`config.mk`:
```
export PLATFORM = sky130hd
export DESIGN_NAME = color_track
export DESIGN_NICKNAME = d
export VERILOG_FILES = /design/src/design/color_track_pkg.sv /design/src/design/bin_accum.sv /design/src/design/centroid_decide.sv /design/src/design/color_filter.sv /design/src/design/color_track.sv /design/src/design/frame_scan.sv
export SDC_FILE = /design/constraint.sdc
export NUM_CORES = 1
export LEC_CHECK = 0
export BUFFER_PORTS_ARGS = -buffer_cell sky130_fd_sc_hd__buf_4
export CAP_MARGIN = 5
export CELL_PAD_IN_SITES_DETAIL_PLACEMENT = 0
export CELL_PAD_IN_SITES_GLOBAL_PLACEMENT = 1
export CORE_ASPECT_RATIO = 1.5
export CORE_MARGIN = 3
export CORE_UTILIZATION = 45
export DETAILED_ROUTE_END_ITERATION = 8
export GPL_ROUTABILITY_DRIVEN = 0
export PLACE_DENSITY = 0.77
export SYNTH_ARGS = -nofsm -noshare
export SYNTH_HDL_FRONTEND = slang
export SYNTH_HIERARCHICAL = 1
export SYNTH_SLANG_ARGS = --single-unit
```
`constraint.sdc`:
```
create_clock -name clk -period 5 [get_ports clk]
set_input_delay 0 -clock clk [delete_from_list [all_inputs] [get_ports clk]]
set_output_delay 0 -clock clk [all_outputs]
set_load 0.02 [all_outputs]
```
`src/design/color_track_pkg.sv`:
```
package color_track_pkg;

  // frame geometry, 80x60 sensor output
  localparam int img_cols = 80;
  localparam int img_rows = 60;
  localparam int img_pxls = img_cols * img_rows; // 4800
  localparam int addr_w   = 13;                  // 4800 fits in 2^13
  localparam int col_w    = 7;                   // 0 to 79
  localparam int row_w    = 6;                   // 0 to 59

  // inner frame, 8 columns and 6 rows cut at each side
  localparam int in_col_first = 8;
  localparam int in_col_last  = 71;
  localparam int in_row_first = 6;
  localparam int in_row_last  = 53;

  // inner frame split into 8 bins of 8 columns
  localparam int hist_bins = 8;
  localparam int bin_w     = 3;

  localparam int count_w = 12; // up to 64x48 = 3072 pixels
  localparam int half_w  = 11; // half of the inner frame, 1536
  localparam int edge_w  = 9;  // one bin, 8x48 = 384

  localparam int prox_w = 3;   // 0 far, 7 close
  localparam int leds   = 8;   // one-hot centroid, bit 0 is the left edge

  // 12-bit rgb 4:4:4, red in the top nibble
  typedef struct packed {
    logic [3:0] red;
    logic [3:0] green;
    logic [3:0] blue;
  } pixel_t;

  // one bit per channel {r,g,b}, members listed in button order
  typedef enum logic [2:0] {
    mode_none    = 3'b000, // no filter, every pixel kept
    mode_red     = 3'b100,
    mode_green   = 3'b010,
    mode_blue    = 3'b001,
    mode_yellow  = 3'b110,
    mode_magenta = 3'b101,
    mode_cyan    = 3'b011,
    mode_white   = 3'b111
  } filter_mode_e;

  // position of the pixel now on orig_pxl
  typedef struct packed {
    logic             in_frame;  // inside the 64x48 inner frame
    logic [bin_w-1:0] bin;       // inner column / 8
    logic             frame_end; // address counter at 4799
  } scan_pos_t;

  // per-frame matching pixel counts
  typedef struct packed {
    logic [count_w-1:0] total;
    logic [half_w-1:0]  left;   // bins 0..3
    logic [half_w-1:0]  right;  // bins 4..7
    logic [half_w-1:0]  bin01;
    logic [half_w-1:0]  bin012;
    logic [half_w-1:0]  bin67;
    logic [half_w-1:0]  bin567;
    logic [edge_w-1:0]  edge0;
    logic [edge_w-1:0]  edge7;
  } bin_sums_t;

endpackage

```
`src/design/bin_accum.sv`:
```
module bin_accum (
  input  logic                       clk,
  input  logic                       rst,
  input  color_track_pkg::scan_pos_t pos,
  input  logic                       hit,
  output color_track_pkg::bin_sums_t sums
);

  logic count_en;
  logic in_left;  // bins 0..3
  logic in_01;
  logic in_012;
  logic in_67;
  logic in_567;
  logic in_edge0;
  logic in_edge7;

  // a matching pixel inside the inner frame
  assign count_en = pos.in_frame & hit;

  // group membership of the current bin
  assign in_left  = ~pos.bin[2];
  assign in_01    = (pos.bin <= 3'd1);
  assign in_012   = (pos.bin <= 3'd2);
  assign in_67    = (pos.bin >= 3'd6);
  assign in_567   = (pos.bin >= 3'd5);
  assign in_edge0 = (pos.bin == 3'd0);
  assign in_edge7 = (pos.bin == 3'd7);

  always_ff @(posedge clk or posedge rst) begin
    if (rst) begin
      sums <= '0;
    end else if (pos.frame_end) begin
      sums <= '0; // fresh counts for the next frame, the decision latches the old ones
    end else if (count_en) begin
      sums.total <= sums.total + 1'b1;
      if (in_left)
        sums.left <= sums.left + 1'b1;
      else
        sums.right <= sums.right + 1'b1;
      if (in_01)
        sums.bin01 <= sums.bin01 + 1'b1;
      if (in_012)
        sums.bin012 <= sums.bin012 + 1'b1;
      if (in_67)
        sums.bin67 <= sums.bin67 + 1'b1;
      if (in_567)
        sums.bin567 <= sums.bin567 + 1'b1;
      if (in_edge0)
        sums.edge0 <= sums.edge0 + 1'b1; // leftmost 8 columns
      if (in_edge7)
        sums.edge7 <= sums.edge7 + 1'b1; // rightmost 8 columns
    end
  end

endmodule

```
`src/design/centroid_decide.sv`:
```
module centroid_decide #(
  parameter int min_color_pixels = 32 // below this the detection is treated as noise
) (
  input  logic                                 clk,
  input  logic                                 rst,
  input  color_track_pkg::bin_sums_t           sums,
  input  logic                                 frame_end,
  output logic [color_track_pkg::leds-1:0]     centroid,
  output logic                                 new_centroid,
  output logic [color_track_pkg::prox_w-1:0]   proximity
);

  logic [color_track_pkg::half_w-1:0] half;    // total / 2
  logic [color_track_pkg::half_w-1:0] div;     // total / 16, centre tolerance
  logic [color_track_pkg::half_w-1:0] absdif;  // |left - right|
  logic                               left_more;
  logic [color_track_pkg::leds-1:0]   centroid_nxt;
  logic [color_track_pkg::prox_w-1:0] prox_nxt;

  assign half      = sums.total[color_track_pkg::count_w-1:1];
  assign div       = color_track_pkg::half_w'(sums.total[color_track_pkg::count_w-1:4]);
  assign left_more = (sums.left > sums.right);
  assign absdif    = left_more ? (sums.left - sums.right) : (sums.right - sums.left);

  // walk in from the edges, first group holding half the pixels wins
  always_comb begin
    centroid_nxt = '0;
    if (sums.total <= min_color_pixels) begin
      centroid_nxt = '0; // nothing worth tracking
    end else if (absdif < div) begin
      centroid_nxt[4:3] = 2'b11; // balanced, object in the middle
    end else if (left_more) begin
      if (sums.edge0 >= half)
        centroid_nxt[0] = 1'b1;
      else if (sums.bin01 >= half)
        centroid_nxt[1] = 1'b1;
      else if (sums.bin012 >= half)
        centroid_nxt[2] = 1'b1;
      else if (sums.left > half)
        centroid_nxt[3] = 1'b1;
    end else begin
      // mirror image for the right side
      if (sums.edge7 >= half)
        centroid_nxt[7] = 1'b1;
      else if (sums.bin67 >= half)
        centroid_nxt[6] = 1'b1;
      else if (sums.bin567 >= half)
        centroid_nxt[5] = 1'b1;
      else if (sums.right > half)
        centroid_nxt[4] = 1'b1;
    end
  end

  // proximity from the matched area, roughly one level per doubling
  always_comb begin
    if (sums.total >= 12'd1536)
      prox_nxt = 3'd7; // half the inner frame or more
    else if (sums.total >= 12'd1024)
      prox_nxt = 3'd6;
    else if (sums.total >= 12'd512)
      prox_nxt = 3'd5;
    else if (sums.total >= 12'd256)
      prox_nxt = 3'd4;
    else if (sums.total >= 12'd128)
      prox_nxt = 3'd3;
    else if (sums.total >= 12'd64)
      prox_nxt = 3'd2;
    else if (sums.total >= 12'd32)
      prox_nxt = 3'd1;
    else
      prox_nxt = 3'd0; // far or absent
  end

  // sums still hold the whole frame on the frame_end edge
  always_ff @(posedge clk or posedge rst) begin
    if (rst) begin
      centroid     <= '0;
      proximity    <= '0;
      new_centroid <= 1'b0;
    end else if (frame_end) begin
      centroid     <= centroid_nxt;
      proximity    <= prox_nxt;
      new_centroid <= 1'b1;
    end else begin
      new_centroid <= 1'b0; // single cycle strobe
    end
  end

  centroid_shape: assert property (@(posedge clk) disable iff (rst)
    new_centroid |-> ($onehot0(centroid) || centroid == 8'b0001_1000))
    else $error("centroid is neither one-hot nor the middle pair");

endmodule

```
`src/design/color_filter.sv`:
```
module color_filter (
  input  logic                          clk,
  input  logic                          rst,
  input  logic                          proc_ctrl, // push button, asynchronous
  input  color_track_pkg::pixel_t       orig_pxl,
  output color_track_pkg::filter_mode_e rgbfilter,
  output logic                          hit,
  output color_track_pkg::pixel_t       proc_pxl
);

  logic                          btn_s1;   // first sync stage
  logic                          btn_s2;   // second sync stage
  logic                          btn_prev; // last synchronized value
  logic                          btn_rise;
  color_track_pkg::filter_mode_e mode_nxt;
  logic [2:0]                    pxl_msb;  // {r,g,b} msbs

  // two flop synchronizer and history for edge detection
  always_ff @(posedge clk or posedge rst) begin
    if (rst) begin
      btn_s1   <= 1'b0;
      btn_s2   <= 1'b0;
      btn_prev <= 1'b0;
    end else begin
      btn_s1   <= proc_ctrl;
      btn_s2   <= btn_s1;
      btn_prev <= btn_s2;
    end
  end

  assign btn_rise = btn_s2 & ~btn_prev;

  // button order: none, r, g, b, rg, rb, gb, rgb, back to none
  always_comb begin
    case (rgbfilter)
      color_track_pkg::mode_none:    mode_nxt = color_track_pkg::mode_red;
      color_track_pkg::mode_red:     mode_nxt = color_track_pkg::mode_green;
      color_track_pkg::mode_green:   mode_nxt = color_track_pkg::mode_blue;
      color_track_pkg::mode_blue:    mode_nxt = color_track_pkg::mode_yellow;
      color_track_pkg::mode_yellow:  mode_nxt = color_track_pkg::mode_magenta;
      color_track_pkg::mode_magenta: mode_nxt = color_track_pkg::mode_cyan;
      color_track_pkg::mode_cyan:    mode_nxt = color_track_pkg::mode_white;
      default:                       mode_nxt = color_track_pkg::mode_none; // white wraps
    endcase
  end

  always_ff @(posedge clk or posedge rst) begin
    if (rst)
      rgbfilter <= color_track_pkg::mode_none;
    else if (btn_rise)
      rgbfilter <= mode_nxt;
  end

  // classification looks at the channel msbs only
  assign pxl_msb = {orig_pxl.red[3], orig_pxl.green[3], orig_pxl.blue[3]};

  // exact match, so red mode rejects yellow, magenta and white
  assign hit = (rgbfilter == color_track_pkg::mode_none) || (pxl_msb == rgbfilter);

  assign proc_pxl = hit ? orig_pxl : '0; // rejected pixels are blacked out

  // mode holds unless the synchronized button went from low to high
  mode_on_edge: assert property (@(posedge clk) disable iff (rst)
    !$rose(btn_s2) |=> $stable(rgbfilter))
    else $error("filter mode changed without a button edge");

endmodule

```
`src/design/color_track.sv`:
```
module color_track #(
  parameter int min_color_pixels = 32
) (
  input  logic                                 clk,
  input  logic                                 rst,
  input  logic                                 proc_ctrl,  // filter select button
  input  color_track_pkg::pixel_t              orig_pxl,   // image memory read data
  output logic [color_track_pkg::addr_w-1:0]   orig_addr,
  output logic                                 proc_we,
  output color_track_pkg::pixel_t              proc_pxl,
  output logic [color_track_pkg::addr_w-1:0]   proc_addr,
  output logic [color_track_pkg::leds-1:0]     centroid,
  output logic                                 new_centroid,
  output logic [color_track_pkg::prox_w-1:0]   proximity,
  output color_track_pkg::filter_mode_e        rgbfilter
);

  color_track_pkg::scan_pos_t pos;  // data phase position
  color_track_pkg::bin_sums_t sums;
  logic                       hit;

  // processed memory written every cycle once out of reset
  always_ff @(posedge clk or posedge rst) begin
    if (rst)
      proc_we <= 1'b0;
    else
      proc_we <= 1'b1;
  end

  frame_scan frame_scan_inst (
    .clk       (clk),
    .rst       (rst),
    .orig_addr (orig_addr),
    .proc_addr (proc_addr),
    .pos       (pos)
  );

  color_filter color_filter_inst (
    .clk       (clk),
    .rst       (rst),
    .proc_ctrl (proc_ctrl),
    .orig_pxl  (orig_pxl),
    .rgbfilter (rgbfilter),
    .hit       (hit),
    .proc_pxl  (proc_pxl)
  );

  bin_accum bin_accum_inst (
    .clk  (clk),
    .rst  (rst),
    .pos  (pos),
    .hit  (hit),
    .sums (sums)
  );

  centroid_decide #(
    .min_color_pixels (min_color_pixels)
  ) centroid_decide_inst (
    .clk          (clk),
    .rst          (rst),
    .sums         (sums),
    .frame_end    (pos.frame_end),
    .centroid     (centroid),
    .new_centroid (new_centroid),
    .proximity    (proximity)
  );

endmodule

```
`src/design/frame_scan.sv`:
```
module frame_scan (
  input  logic                                clk,
  input  logic                                rst,
  output logic [color_track_pkg::addr_w-1:0]  orig_addr,
  output logic [color_track_pkg::addr_w-1:0]  proc_addr,
  output color_track_pkg::scan_pos_t          pos
);

  logic [color_track_pkg::addr_w-1:0] addr_cnt;  // address phase pixel counter
  logic [color_track_pkg::col_w-1:0]  col;       // address phase column
  logic [color_track_pkg::col_w-1:0]  col_d;     // data phase column
  logic [color_track_pkg::col_w-1:0]  col_in;    // column relative to inner frame
  logic [color_track_pkg::row_w-1:0]  row;
  logic                               end_frame;
  logic                               end_line;

  assign end_frame = (addr_cnt == color_track_pkg::addr_w'(color_track_pkg::img_pxls - 1));
  assign end_line  = (col == color_track_pkg::col_w'(color_track_pkg::img_cols - 1));

  // pixel address, memory answers one cycle later
  always_ff @(posedge clk or posedge rst) begin
    if (rst) begin
      addr_cnt  <= '0;
      proc_addr <= '0;
    end else begin
      proc_addr <= addr_cnt; // processed pixel goes back to the address it came from
      if (end_frame)
        addr_cnt <= '0;
      else
        addr_cnt <= addr_cnt + 1'b1;
    end
  end

  assign orig_addr = addr_cnt;

  // column 0..79, plus a copy aligned with the returned pixel
  always_ff @(posedge clk or posedge rst) begin
    if (rst) begin
      col   <= '0;
      col_d <= '0;
    end else begin
      col_d <= col;
      if (end_line)
        col <= '0;
      else
        col <= col + 1'b1;
    end
  end

  // row is not delayed. it steps together with the column wrap, so only
  // the data phase of column 79 sees the next row, and that column is
  // outside the inner frame anyway
  always_ff @(posedge clk or posedge rst) begin
    if (rst)
      row <= '0;
    else if (end_frame)
      row <= '0;
    else if (end_line)
      row <= row + 1'b1;
  end

  assign col_in = col_d - color_track_pkg::col_w'(color_track_pkg::in_col_first);

  assign pos.in_frame = (col_d >= color_track_pkg::in_col_first) &&
                        (col_d <= color_track_pkg::in_col_last)  &&
                        (row   >= color_track_pkg::in_row_first) &&
                        (row   <= color_track_pkg::in_row_last);
  assign pos.bin       = col_in[color_track_pkg::bin_w+2:3]; // 64 columns -> 8 bins
  assign pos.frame_end = end_frame;

  col_in_range: assert property (@(posedge clk) disable iff (rst)
    col <= color_track_pkg::col_w'(color_track_pkg::img_cols - 1))
    else $error("column counter ran past the end of the line");

endmodule

```
==> results.md <==
Floorplanning:
- The die is 133 um wide.
- In this run the count of I/O pins placed on the die edge is 69.
- The number of placement rows is 69.
- For this configuration, the core starts out at a cell density of 45.9%.
- In this run the standard cell core region covers approximately 24000 um2.
- The vertical die dimension is 197 um.
- The area enclosed by the die boundary is approximately 26000 um2.

Synth:
- The cell accounting for the most synthesized area is dfrtp_1.
- The most used flip-flop cell after synthesis is dfrtp_1.
- The number of different library cells in the post-synthesis netlist is 95.
- Ranked by total cell area, the synthesized netlist is headed by dfrtp_1 (37%), ha_1 (15%), xnor2_1 (4.3%), nor2_1 (3.8%), xor2_1 (3.5%).
- Counting flops with a built-in enable in the synthesized netlist gives 0.
- The commonest cells after synthesis are dfrtp_1 (161), ha_1 (129), nor2_1 (112).
- The count of warnings emitted by yosys is 6.
- The proportion of synthesized flip-flops having asynchronous set or reset is 100%.
- The synthesized design contains 161 register bits.
- dfrtp_1 is the most common cell in the netlist.
- The instance count of the mapped netlist is between 1k and 1.5k.
- After synthesis, the mean cell area works out to 9.55 um2.
- In this run the biggest area consumer among cell types represents 36.8% of the synthesized area.
- Summing every instance area after synthesis gives 10900 um2.
- When the netlist entered floorplanning its net count stood at 1292.
- For this run, the register share of the synthesized area comes to 36.8%.

Power:
- Total power for the finished layout comes to 2990 uW.
- The worst vdd rail ir drop is around 0.00027 V.
- The internal power of the cells totals between 2000 and 2500 uW.
- The switching fraction of total power is approximately 27%.
- The sequential share of power is ~45%.
- Power spread over the standard cell area amounts to 243 nW/um2.
- The reported net switching power is slightly above 800 uW.
- In this run the static leakage power is roughly 0.0056 uW.
- In this run, the combinational gates consume 10.3% of the power.
- The portion of total power attributed to the clock network is 44.7%.

CTS:
- The post-cts sizing count is 0.
- The clock latency reported for the late side of the worst-skew pair is between 0.4 and 0.5 ns.
- Clock-pin slew was measured on the worst setup and hold paths at 0.07 ns.
- The sink count of the clock tree is 161.
- The total CTS buffers is 17.
- The H-tree generated during clock tree synthesis spans 4 levels.
- The longest clock path from root to sink contains 2 buffers.
- The tree is rooted in a clkbuf_16.
- The TritonCTS clock tree is built.

Drt:
- In the final routed layout, each cell accounts on average for 18.1 um.
- The DRC violations left is 0.
- Once detail routing completed, the nets flagged for antenna violations numbered 0.
- The number of detailed-route iterations in the first pass is 7.
- The routed layout has 8671 vias.
- The via density per instance is 5.64.
- The starting DRC count in detailed routing is 492.
- The aggregate routed wire length is about 28000 um.

Timing:
- The max-slew violation count came to 0.
- After routing, the total negative slack on setup checks comes to 0 ns.
- The timing-limited maximum frequency is between 200 and 250 MHz.
- The share of the cycle needed by the critical path after routing is 84.9%.
- The worst relative slew slack is between 30% and 40%.
- The final critical delay including setup and external delays is 4.24 ns.
- The final number of setup-violating endpoints is 0.
- The slew at the pin closest to its max-slew limit is 0.915 ns.
- Clock skew on the completed layout was measured at 0.0109 ns.
- The final hold violation count is 0.
- Setup repair after global routing left no endpoint under its margin.

Critical path:
- Traced cell by cell, the critical path runs through inv_1 -> ha_1 -> and4_4 -> o21ai_2 -> a31oi_4 -> o41ai_4 -> nor2_2 -> mux2i_1 -> a31oi_1 -> xnor2_1 -> ha_1 -> a2111oi_0 -> o21ai_0 -> o21ai_0 -> and4_1 -> nor3_2 -> a32o_1.
- The number of cells on the worst reg-to-reg path is 17.
- The critical path capture point type is a register.
- Among all stages on the critical path, the largest delay is contributed by dfrtp_1.
- In this design, the largest share of critical-path delay is due to compound AO/OA/AOI/OAI gates.
- The critical path startpoint category is a register.
- The number of gates on the worst path with buffers counted is 17.
- The buffers plus inverters on the worst setup path is 1.
- Data on the critical path is required at its endpoint by 5.32 ns.
- The capture point of the worst reg-to-reg path is centroid_decide_inst/centroid[1].
- The arrival time reported for the critical path endpoint is 4.57 ns.
- The setup path with the least slack is of type reg2reg.
- The largest fanout on the critical path is 9.
- The origin of the critical flop-to-flop path is bin_accum_inst/sums[68].
- The largest single stage delay on the critical path is 0.50 ns.
- The reg2reg setup slack is 0.76 ns.

Global route:
- The total global routing track utilization is 21.8%.
- Entering global routing, the biggest net connects 90 pins.
- Global routing used between 40% and 50% of the available met2 tracks.
- The first global-routing pass estimated 45400 um of wire.
- For this run the aggregate overflow at the end of global routing stands at 0.
- The via count of the first global-routing pass was around 8.6k.
- The layer flagged by global routing as most heavily used is met2.
- The initial antenna violation count is 0.
- The global routing usage on met3 is under 10%.
- In the global route stage, met1 resource usage came out at 25.2%.

Placement:
- Port buffering added just under 70 buffers.
- Detailed placement ended at an HPWL of approximately 20000 um.

Layout:
- The diode insertion count for antenna repair is 0.
- Counting the fill cells in the layout gives 2283.
- The net count of the finished layout is 1351.
- The fraction of the core area covered by cells at the end of the flow is 51.7%.
- The relative area change from synthesis to final layout is 12.6%.
- The fraction of layout instances using a drive strength above 1 is 13.5%.

Run:
- The max-cap check violation count is 0.

Min path:
- The worst hold path belongs to the class in2async.

Run status:
- The flow ran to the end, and the final reports show no timing, DRC or antenna violations.
[cell families after synthesis]
logic type / count (synthesis) / share of synthesized area (%)
fa+ha+maj: 131 / 15.1
buf+inv: 105 / 4.42
mux: 9 / 0.869
compound gates: 226 / 14.6
simple gates: 415 / 20.3
other cells: 1 / 0.0343
xor+xnor: 98 / 7.84
flops: 161 / 36.8
[worst max path at each step]
stage | from | to | slack [ns]
after floorplan | bin_accum_inst/sums[65] | centroid_decide_inst/centroid[1] | 1.26
after global placement | bin_accum_inst/sums[68] | centroid_decide_inst/centroid[2] | 0.88
after detailed placement | bin_accum_inst/sums[68] | centroid_decide_inst/centroid[2] | 0.81
after CTS | bin_accum_inst/sums[68] | centroid_decide_inst/centroid[1] | 0.76
after global routing | bin_accum_inst/sums[69] | centroid_decide_inst/centroid[1] | 0.33
final | bin_accum_inst/sums[68] | centroid_decide_inst/centroid[1] | 0.76
[routing by layer]
| layer | share of wire (%) | wire (um) |
|---|---|---|
| met5 | 0 | 0 |
| met4 | 3.7 | 1030 |
| met3 | 3.4 | 934 |
| met2 | 52 | 14600 |
| met1 | 41 | 11300 |
[per-stage QoR]
step / setup WS [ns] / area [um2] / cells / hold WS [ns]
3_5_place_dp: 0.815 / 11700 / 1502 / -0.103
2_1_floorplan: 1.26 / 10900 / 1146 / -0.271
6_report: 0.755 / 12300 / 1537 / 0.0744
5_1_grt: 0.328 / 12300 / 1537 / 0.0913
4_1_cts: 0.763 / 12300 / 1537 / 0.0633
3_3_place_gp: 0.877 / 11700 / 1502 / -0.108
[power groups by stage]
stage | clock, uW | sequential, uW | combinational, uW
after floorplan | 0 | 1370 | 216
after global placement | 0 | 1370 | 306
after detailed placement | 0 | 1370 | 311
after CTS | 1370 | 1350 | 313
after global routing | 1430 | 1350 | 336
final | 1340 | 1350 | 308
[cell type report]
| type | count | area, um2 | share of cell area [%] |
|---|---|---|---|
| clock buffer | 18 | 429 | 3.48 |
| clock inverter | 14 | 169 | 1.37 |
| inverter | 68 | 258 | 2.09 |
| multi-input combinational | 880 | 6440 | 52.2 |
| sequential | 161 | 4030 | 32.7 |
| tap | 319 | 399 | 3.24 |
| timing repair buffer | 77 | 598 | 4.86 |
[cell usage in the layout (no fill, tap or decap), types with 14 or more instances in the layout]
cell / netlist / routed
nand2_1: 68 / 68
o21ai_0: 48 / 48
nor2_1: 112 / 112
dfrtp_1: 161 / 161
or3_1: 14 / 14
xor2_1: 44 / 44
xnor2_1: 54 / 54
a21oi_1: 67 / 67
ha_1: 129 / 129
clkbuf_16: 0 / 17
nor4_1: 15 / 15
inv_1: 67 / 65
buf_4: 9 / 73
nor2b_1: 15 / 15
nand4_1: 37 / 37
nand3_1: 52 / 52
a21o_1: 17 / 17
nor3_1: 27 / 26
[tightest hold or removal path, delay by kind of cell]
family,cells,cell delay (ns)
buf+inv,3,0.88
[what timing repair did]
action,in CTS,in global routing
hold buffers,3,0
endpoints found under the hold margin,129,0
buffers inserted,0,0
[flip-flops by register name, indices dropped and copies added, names as in the netlist, 3 cells and up]
register and flops:
frame_scan_inst/col_d 7, frame_scan_inst/proc_addr 13, color_filter_inst/rgbfilter 3, centroid_decide_inst/proximity 3, frame_scan_inst/row 6, bin_accum_inst/sums 96, centroid_decide_inst/centroid 8, frame_scan_inst/col 7
frame_scan_inst/orig_addr 13
(Power assumes the default switching activity.)
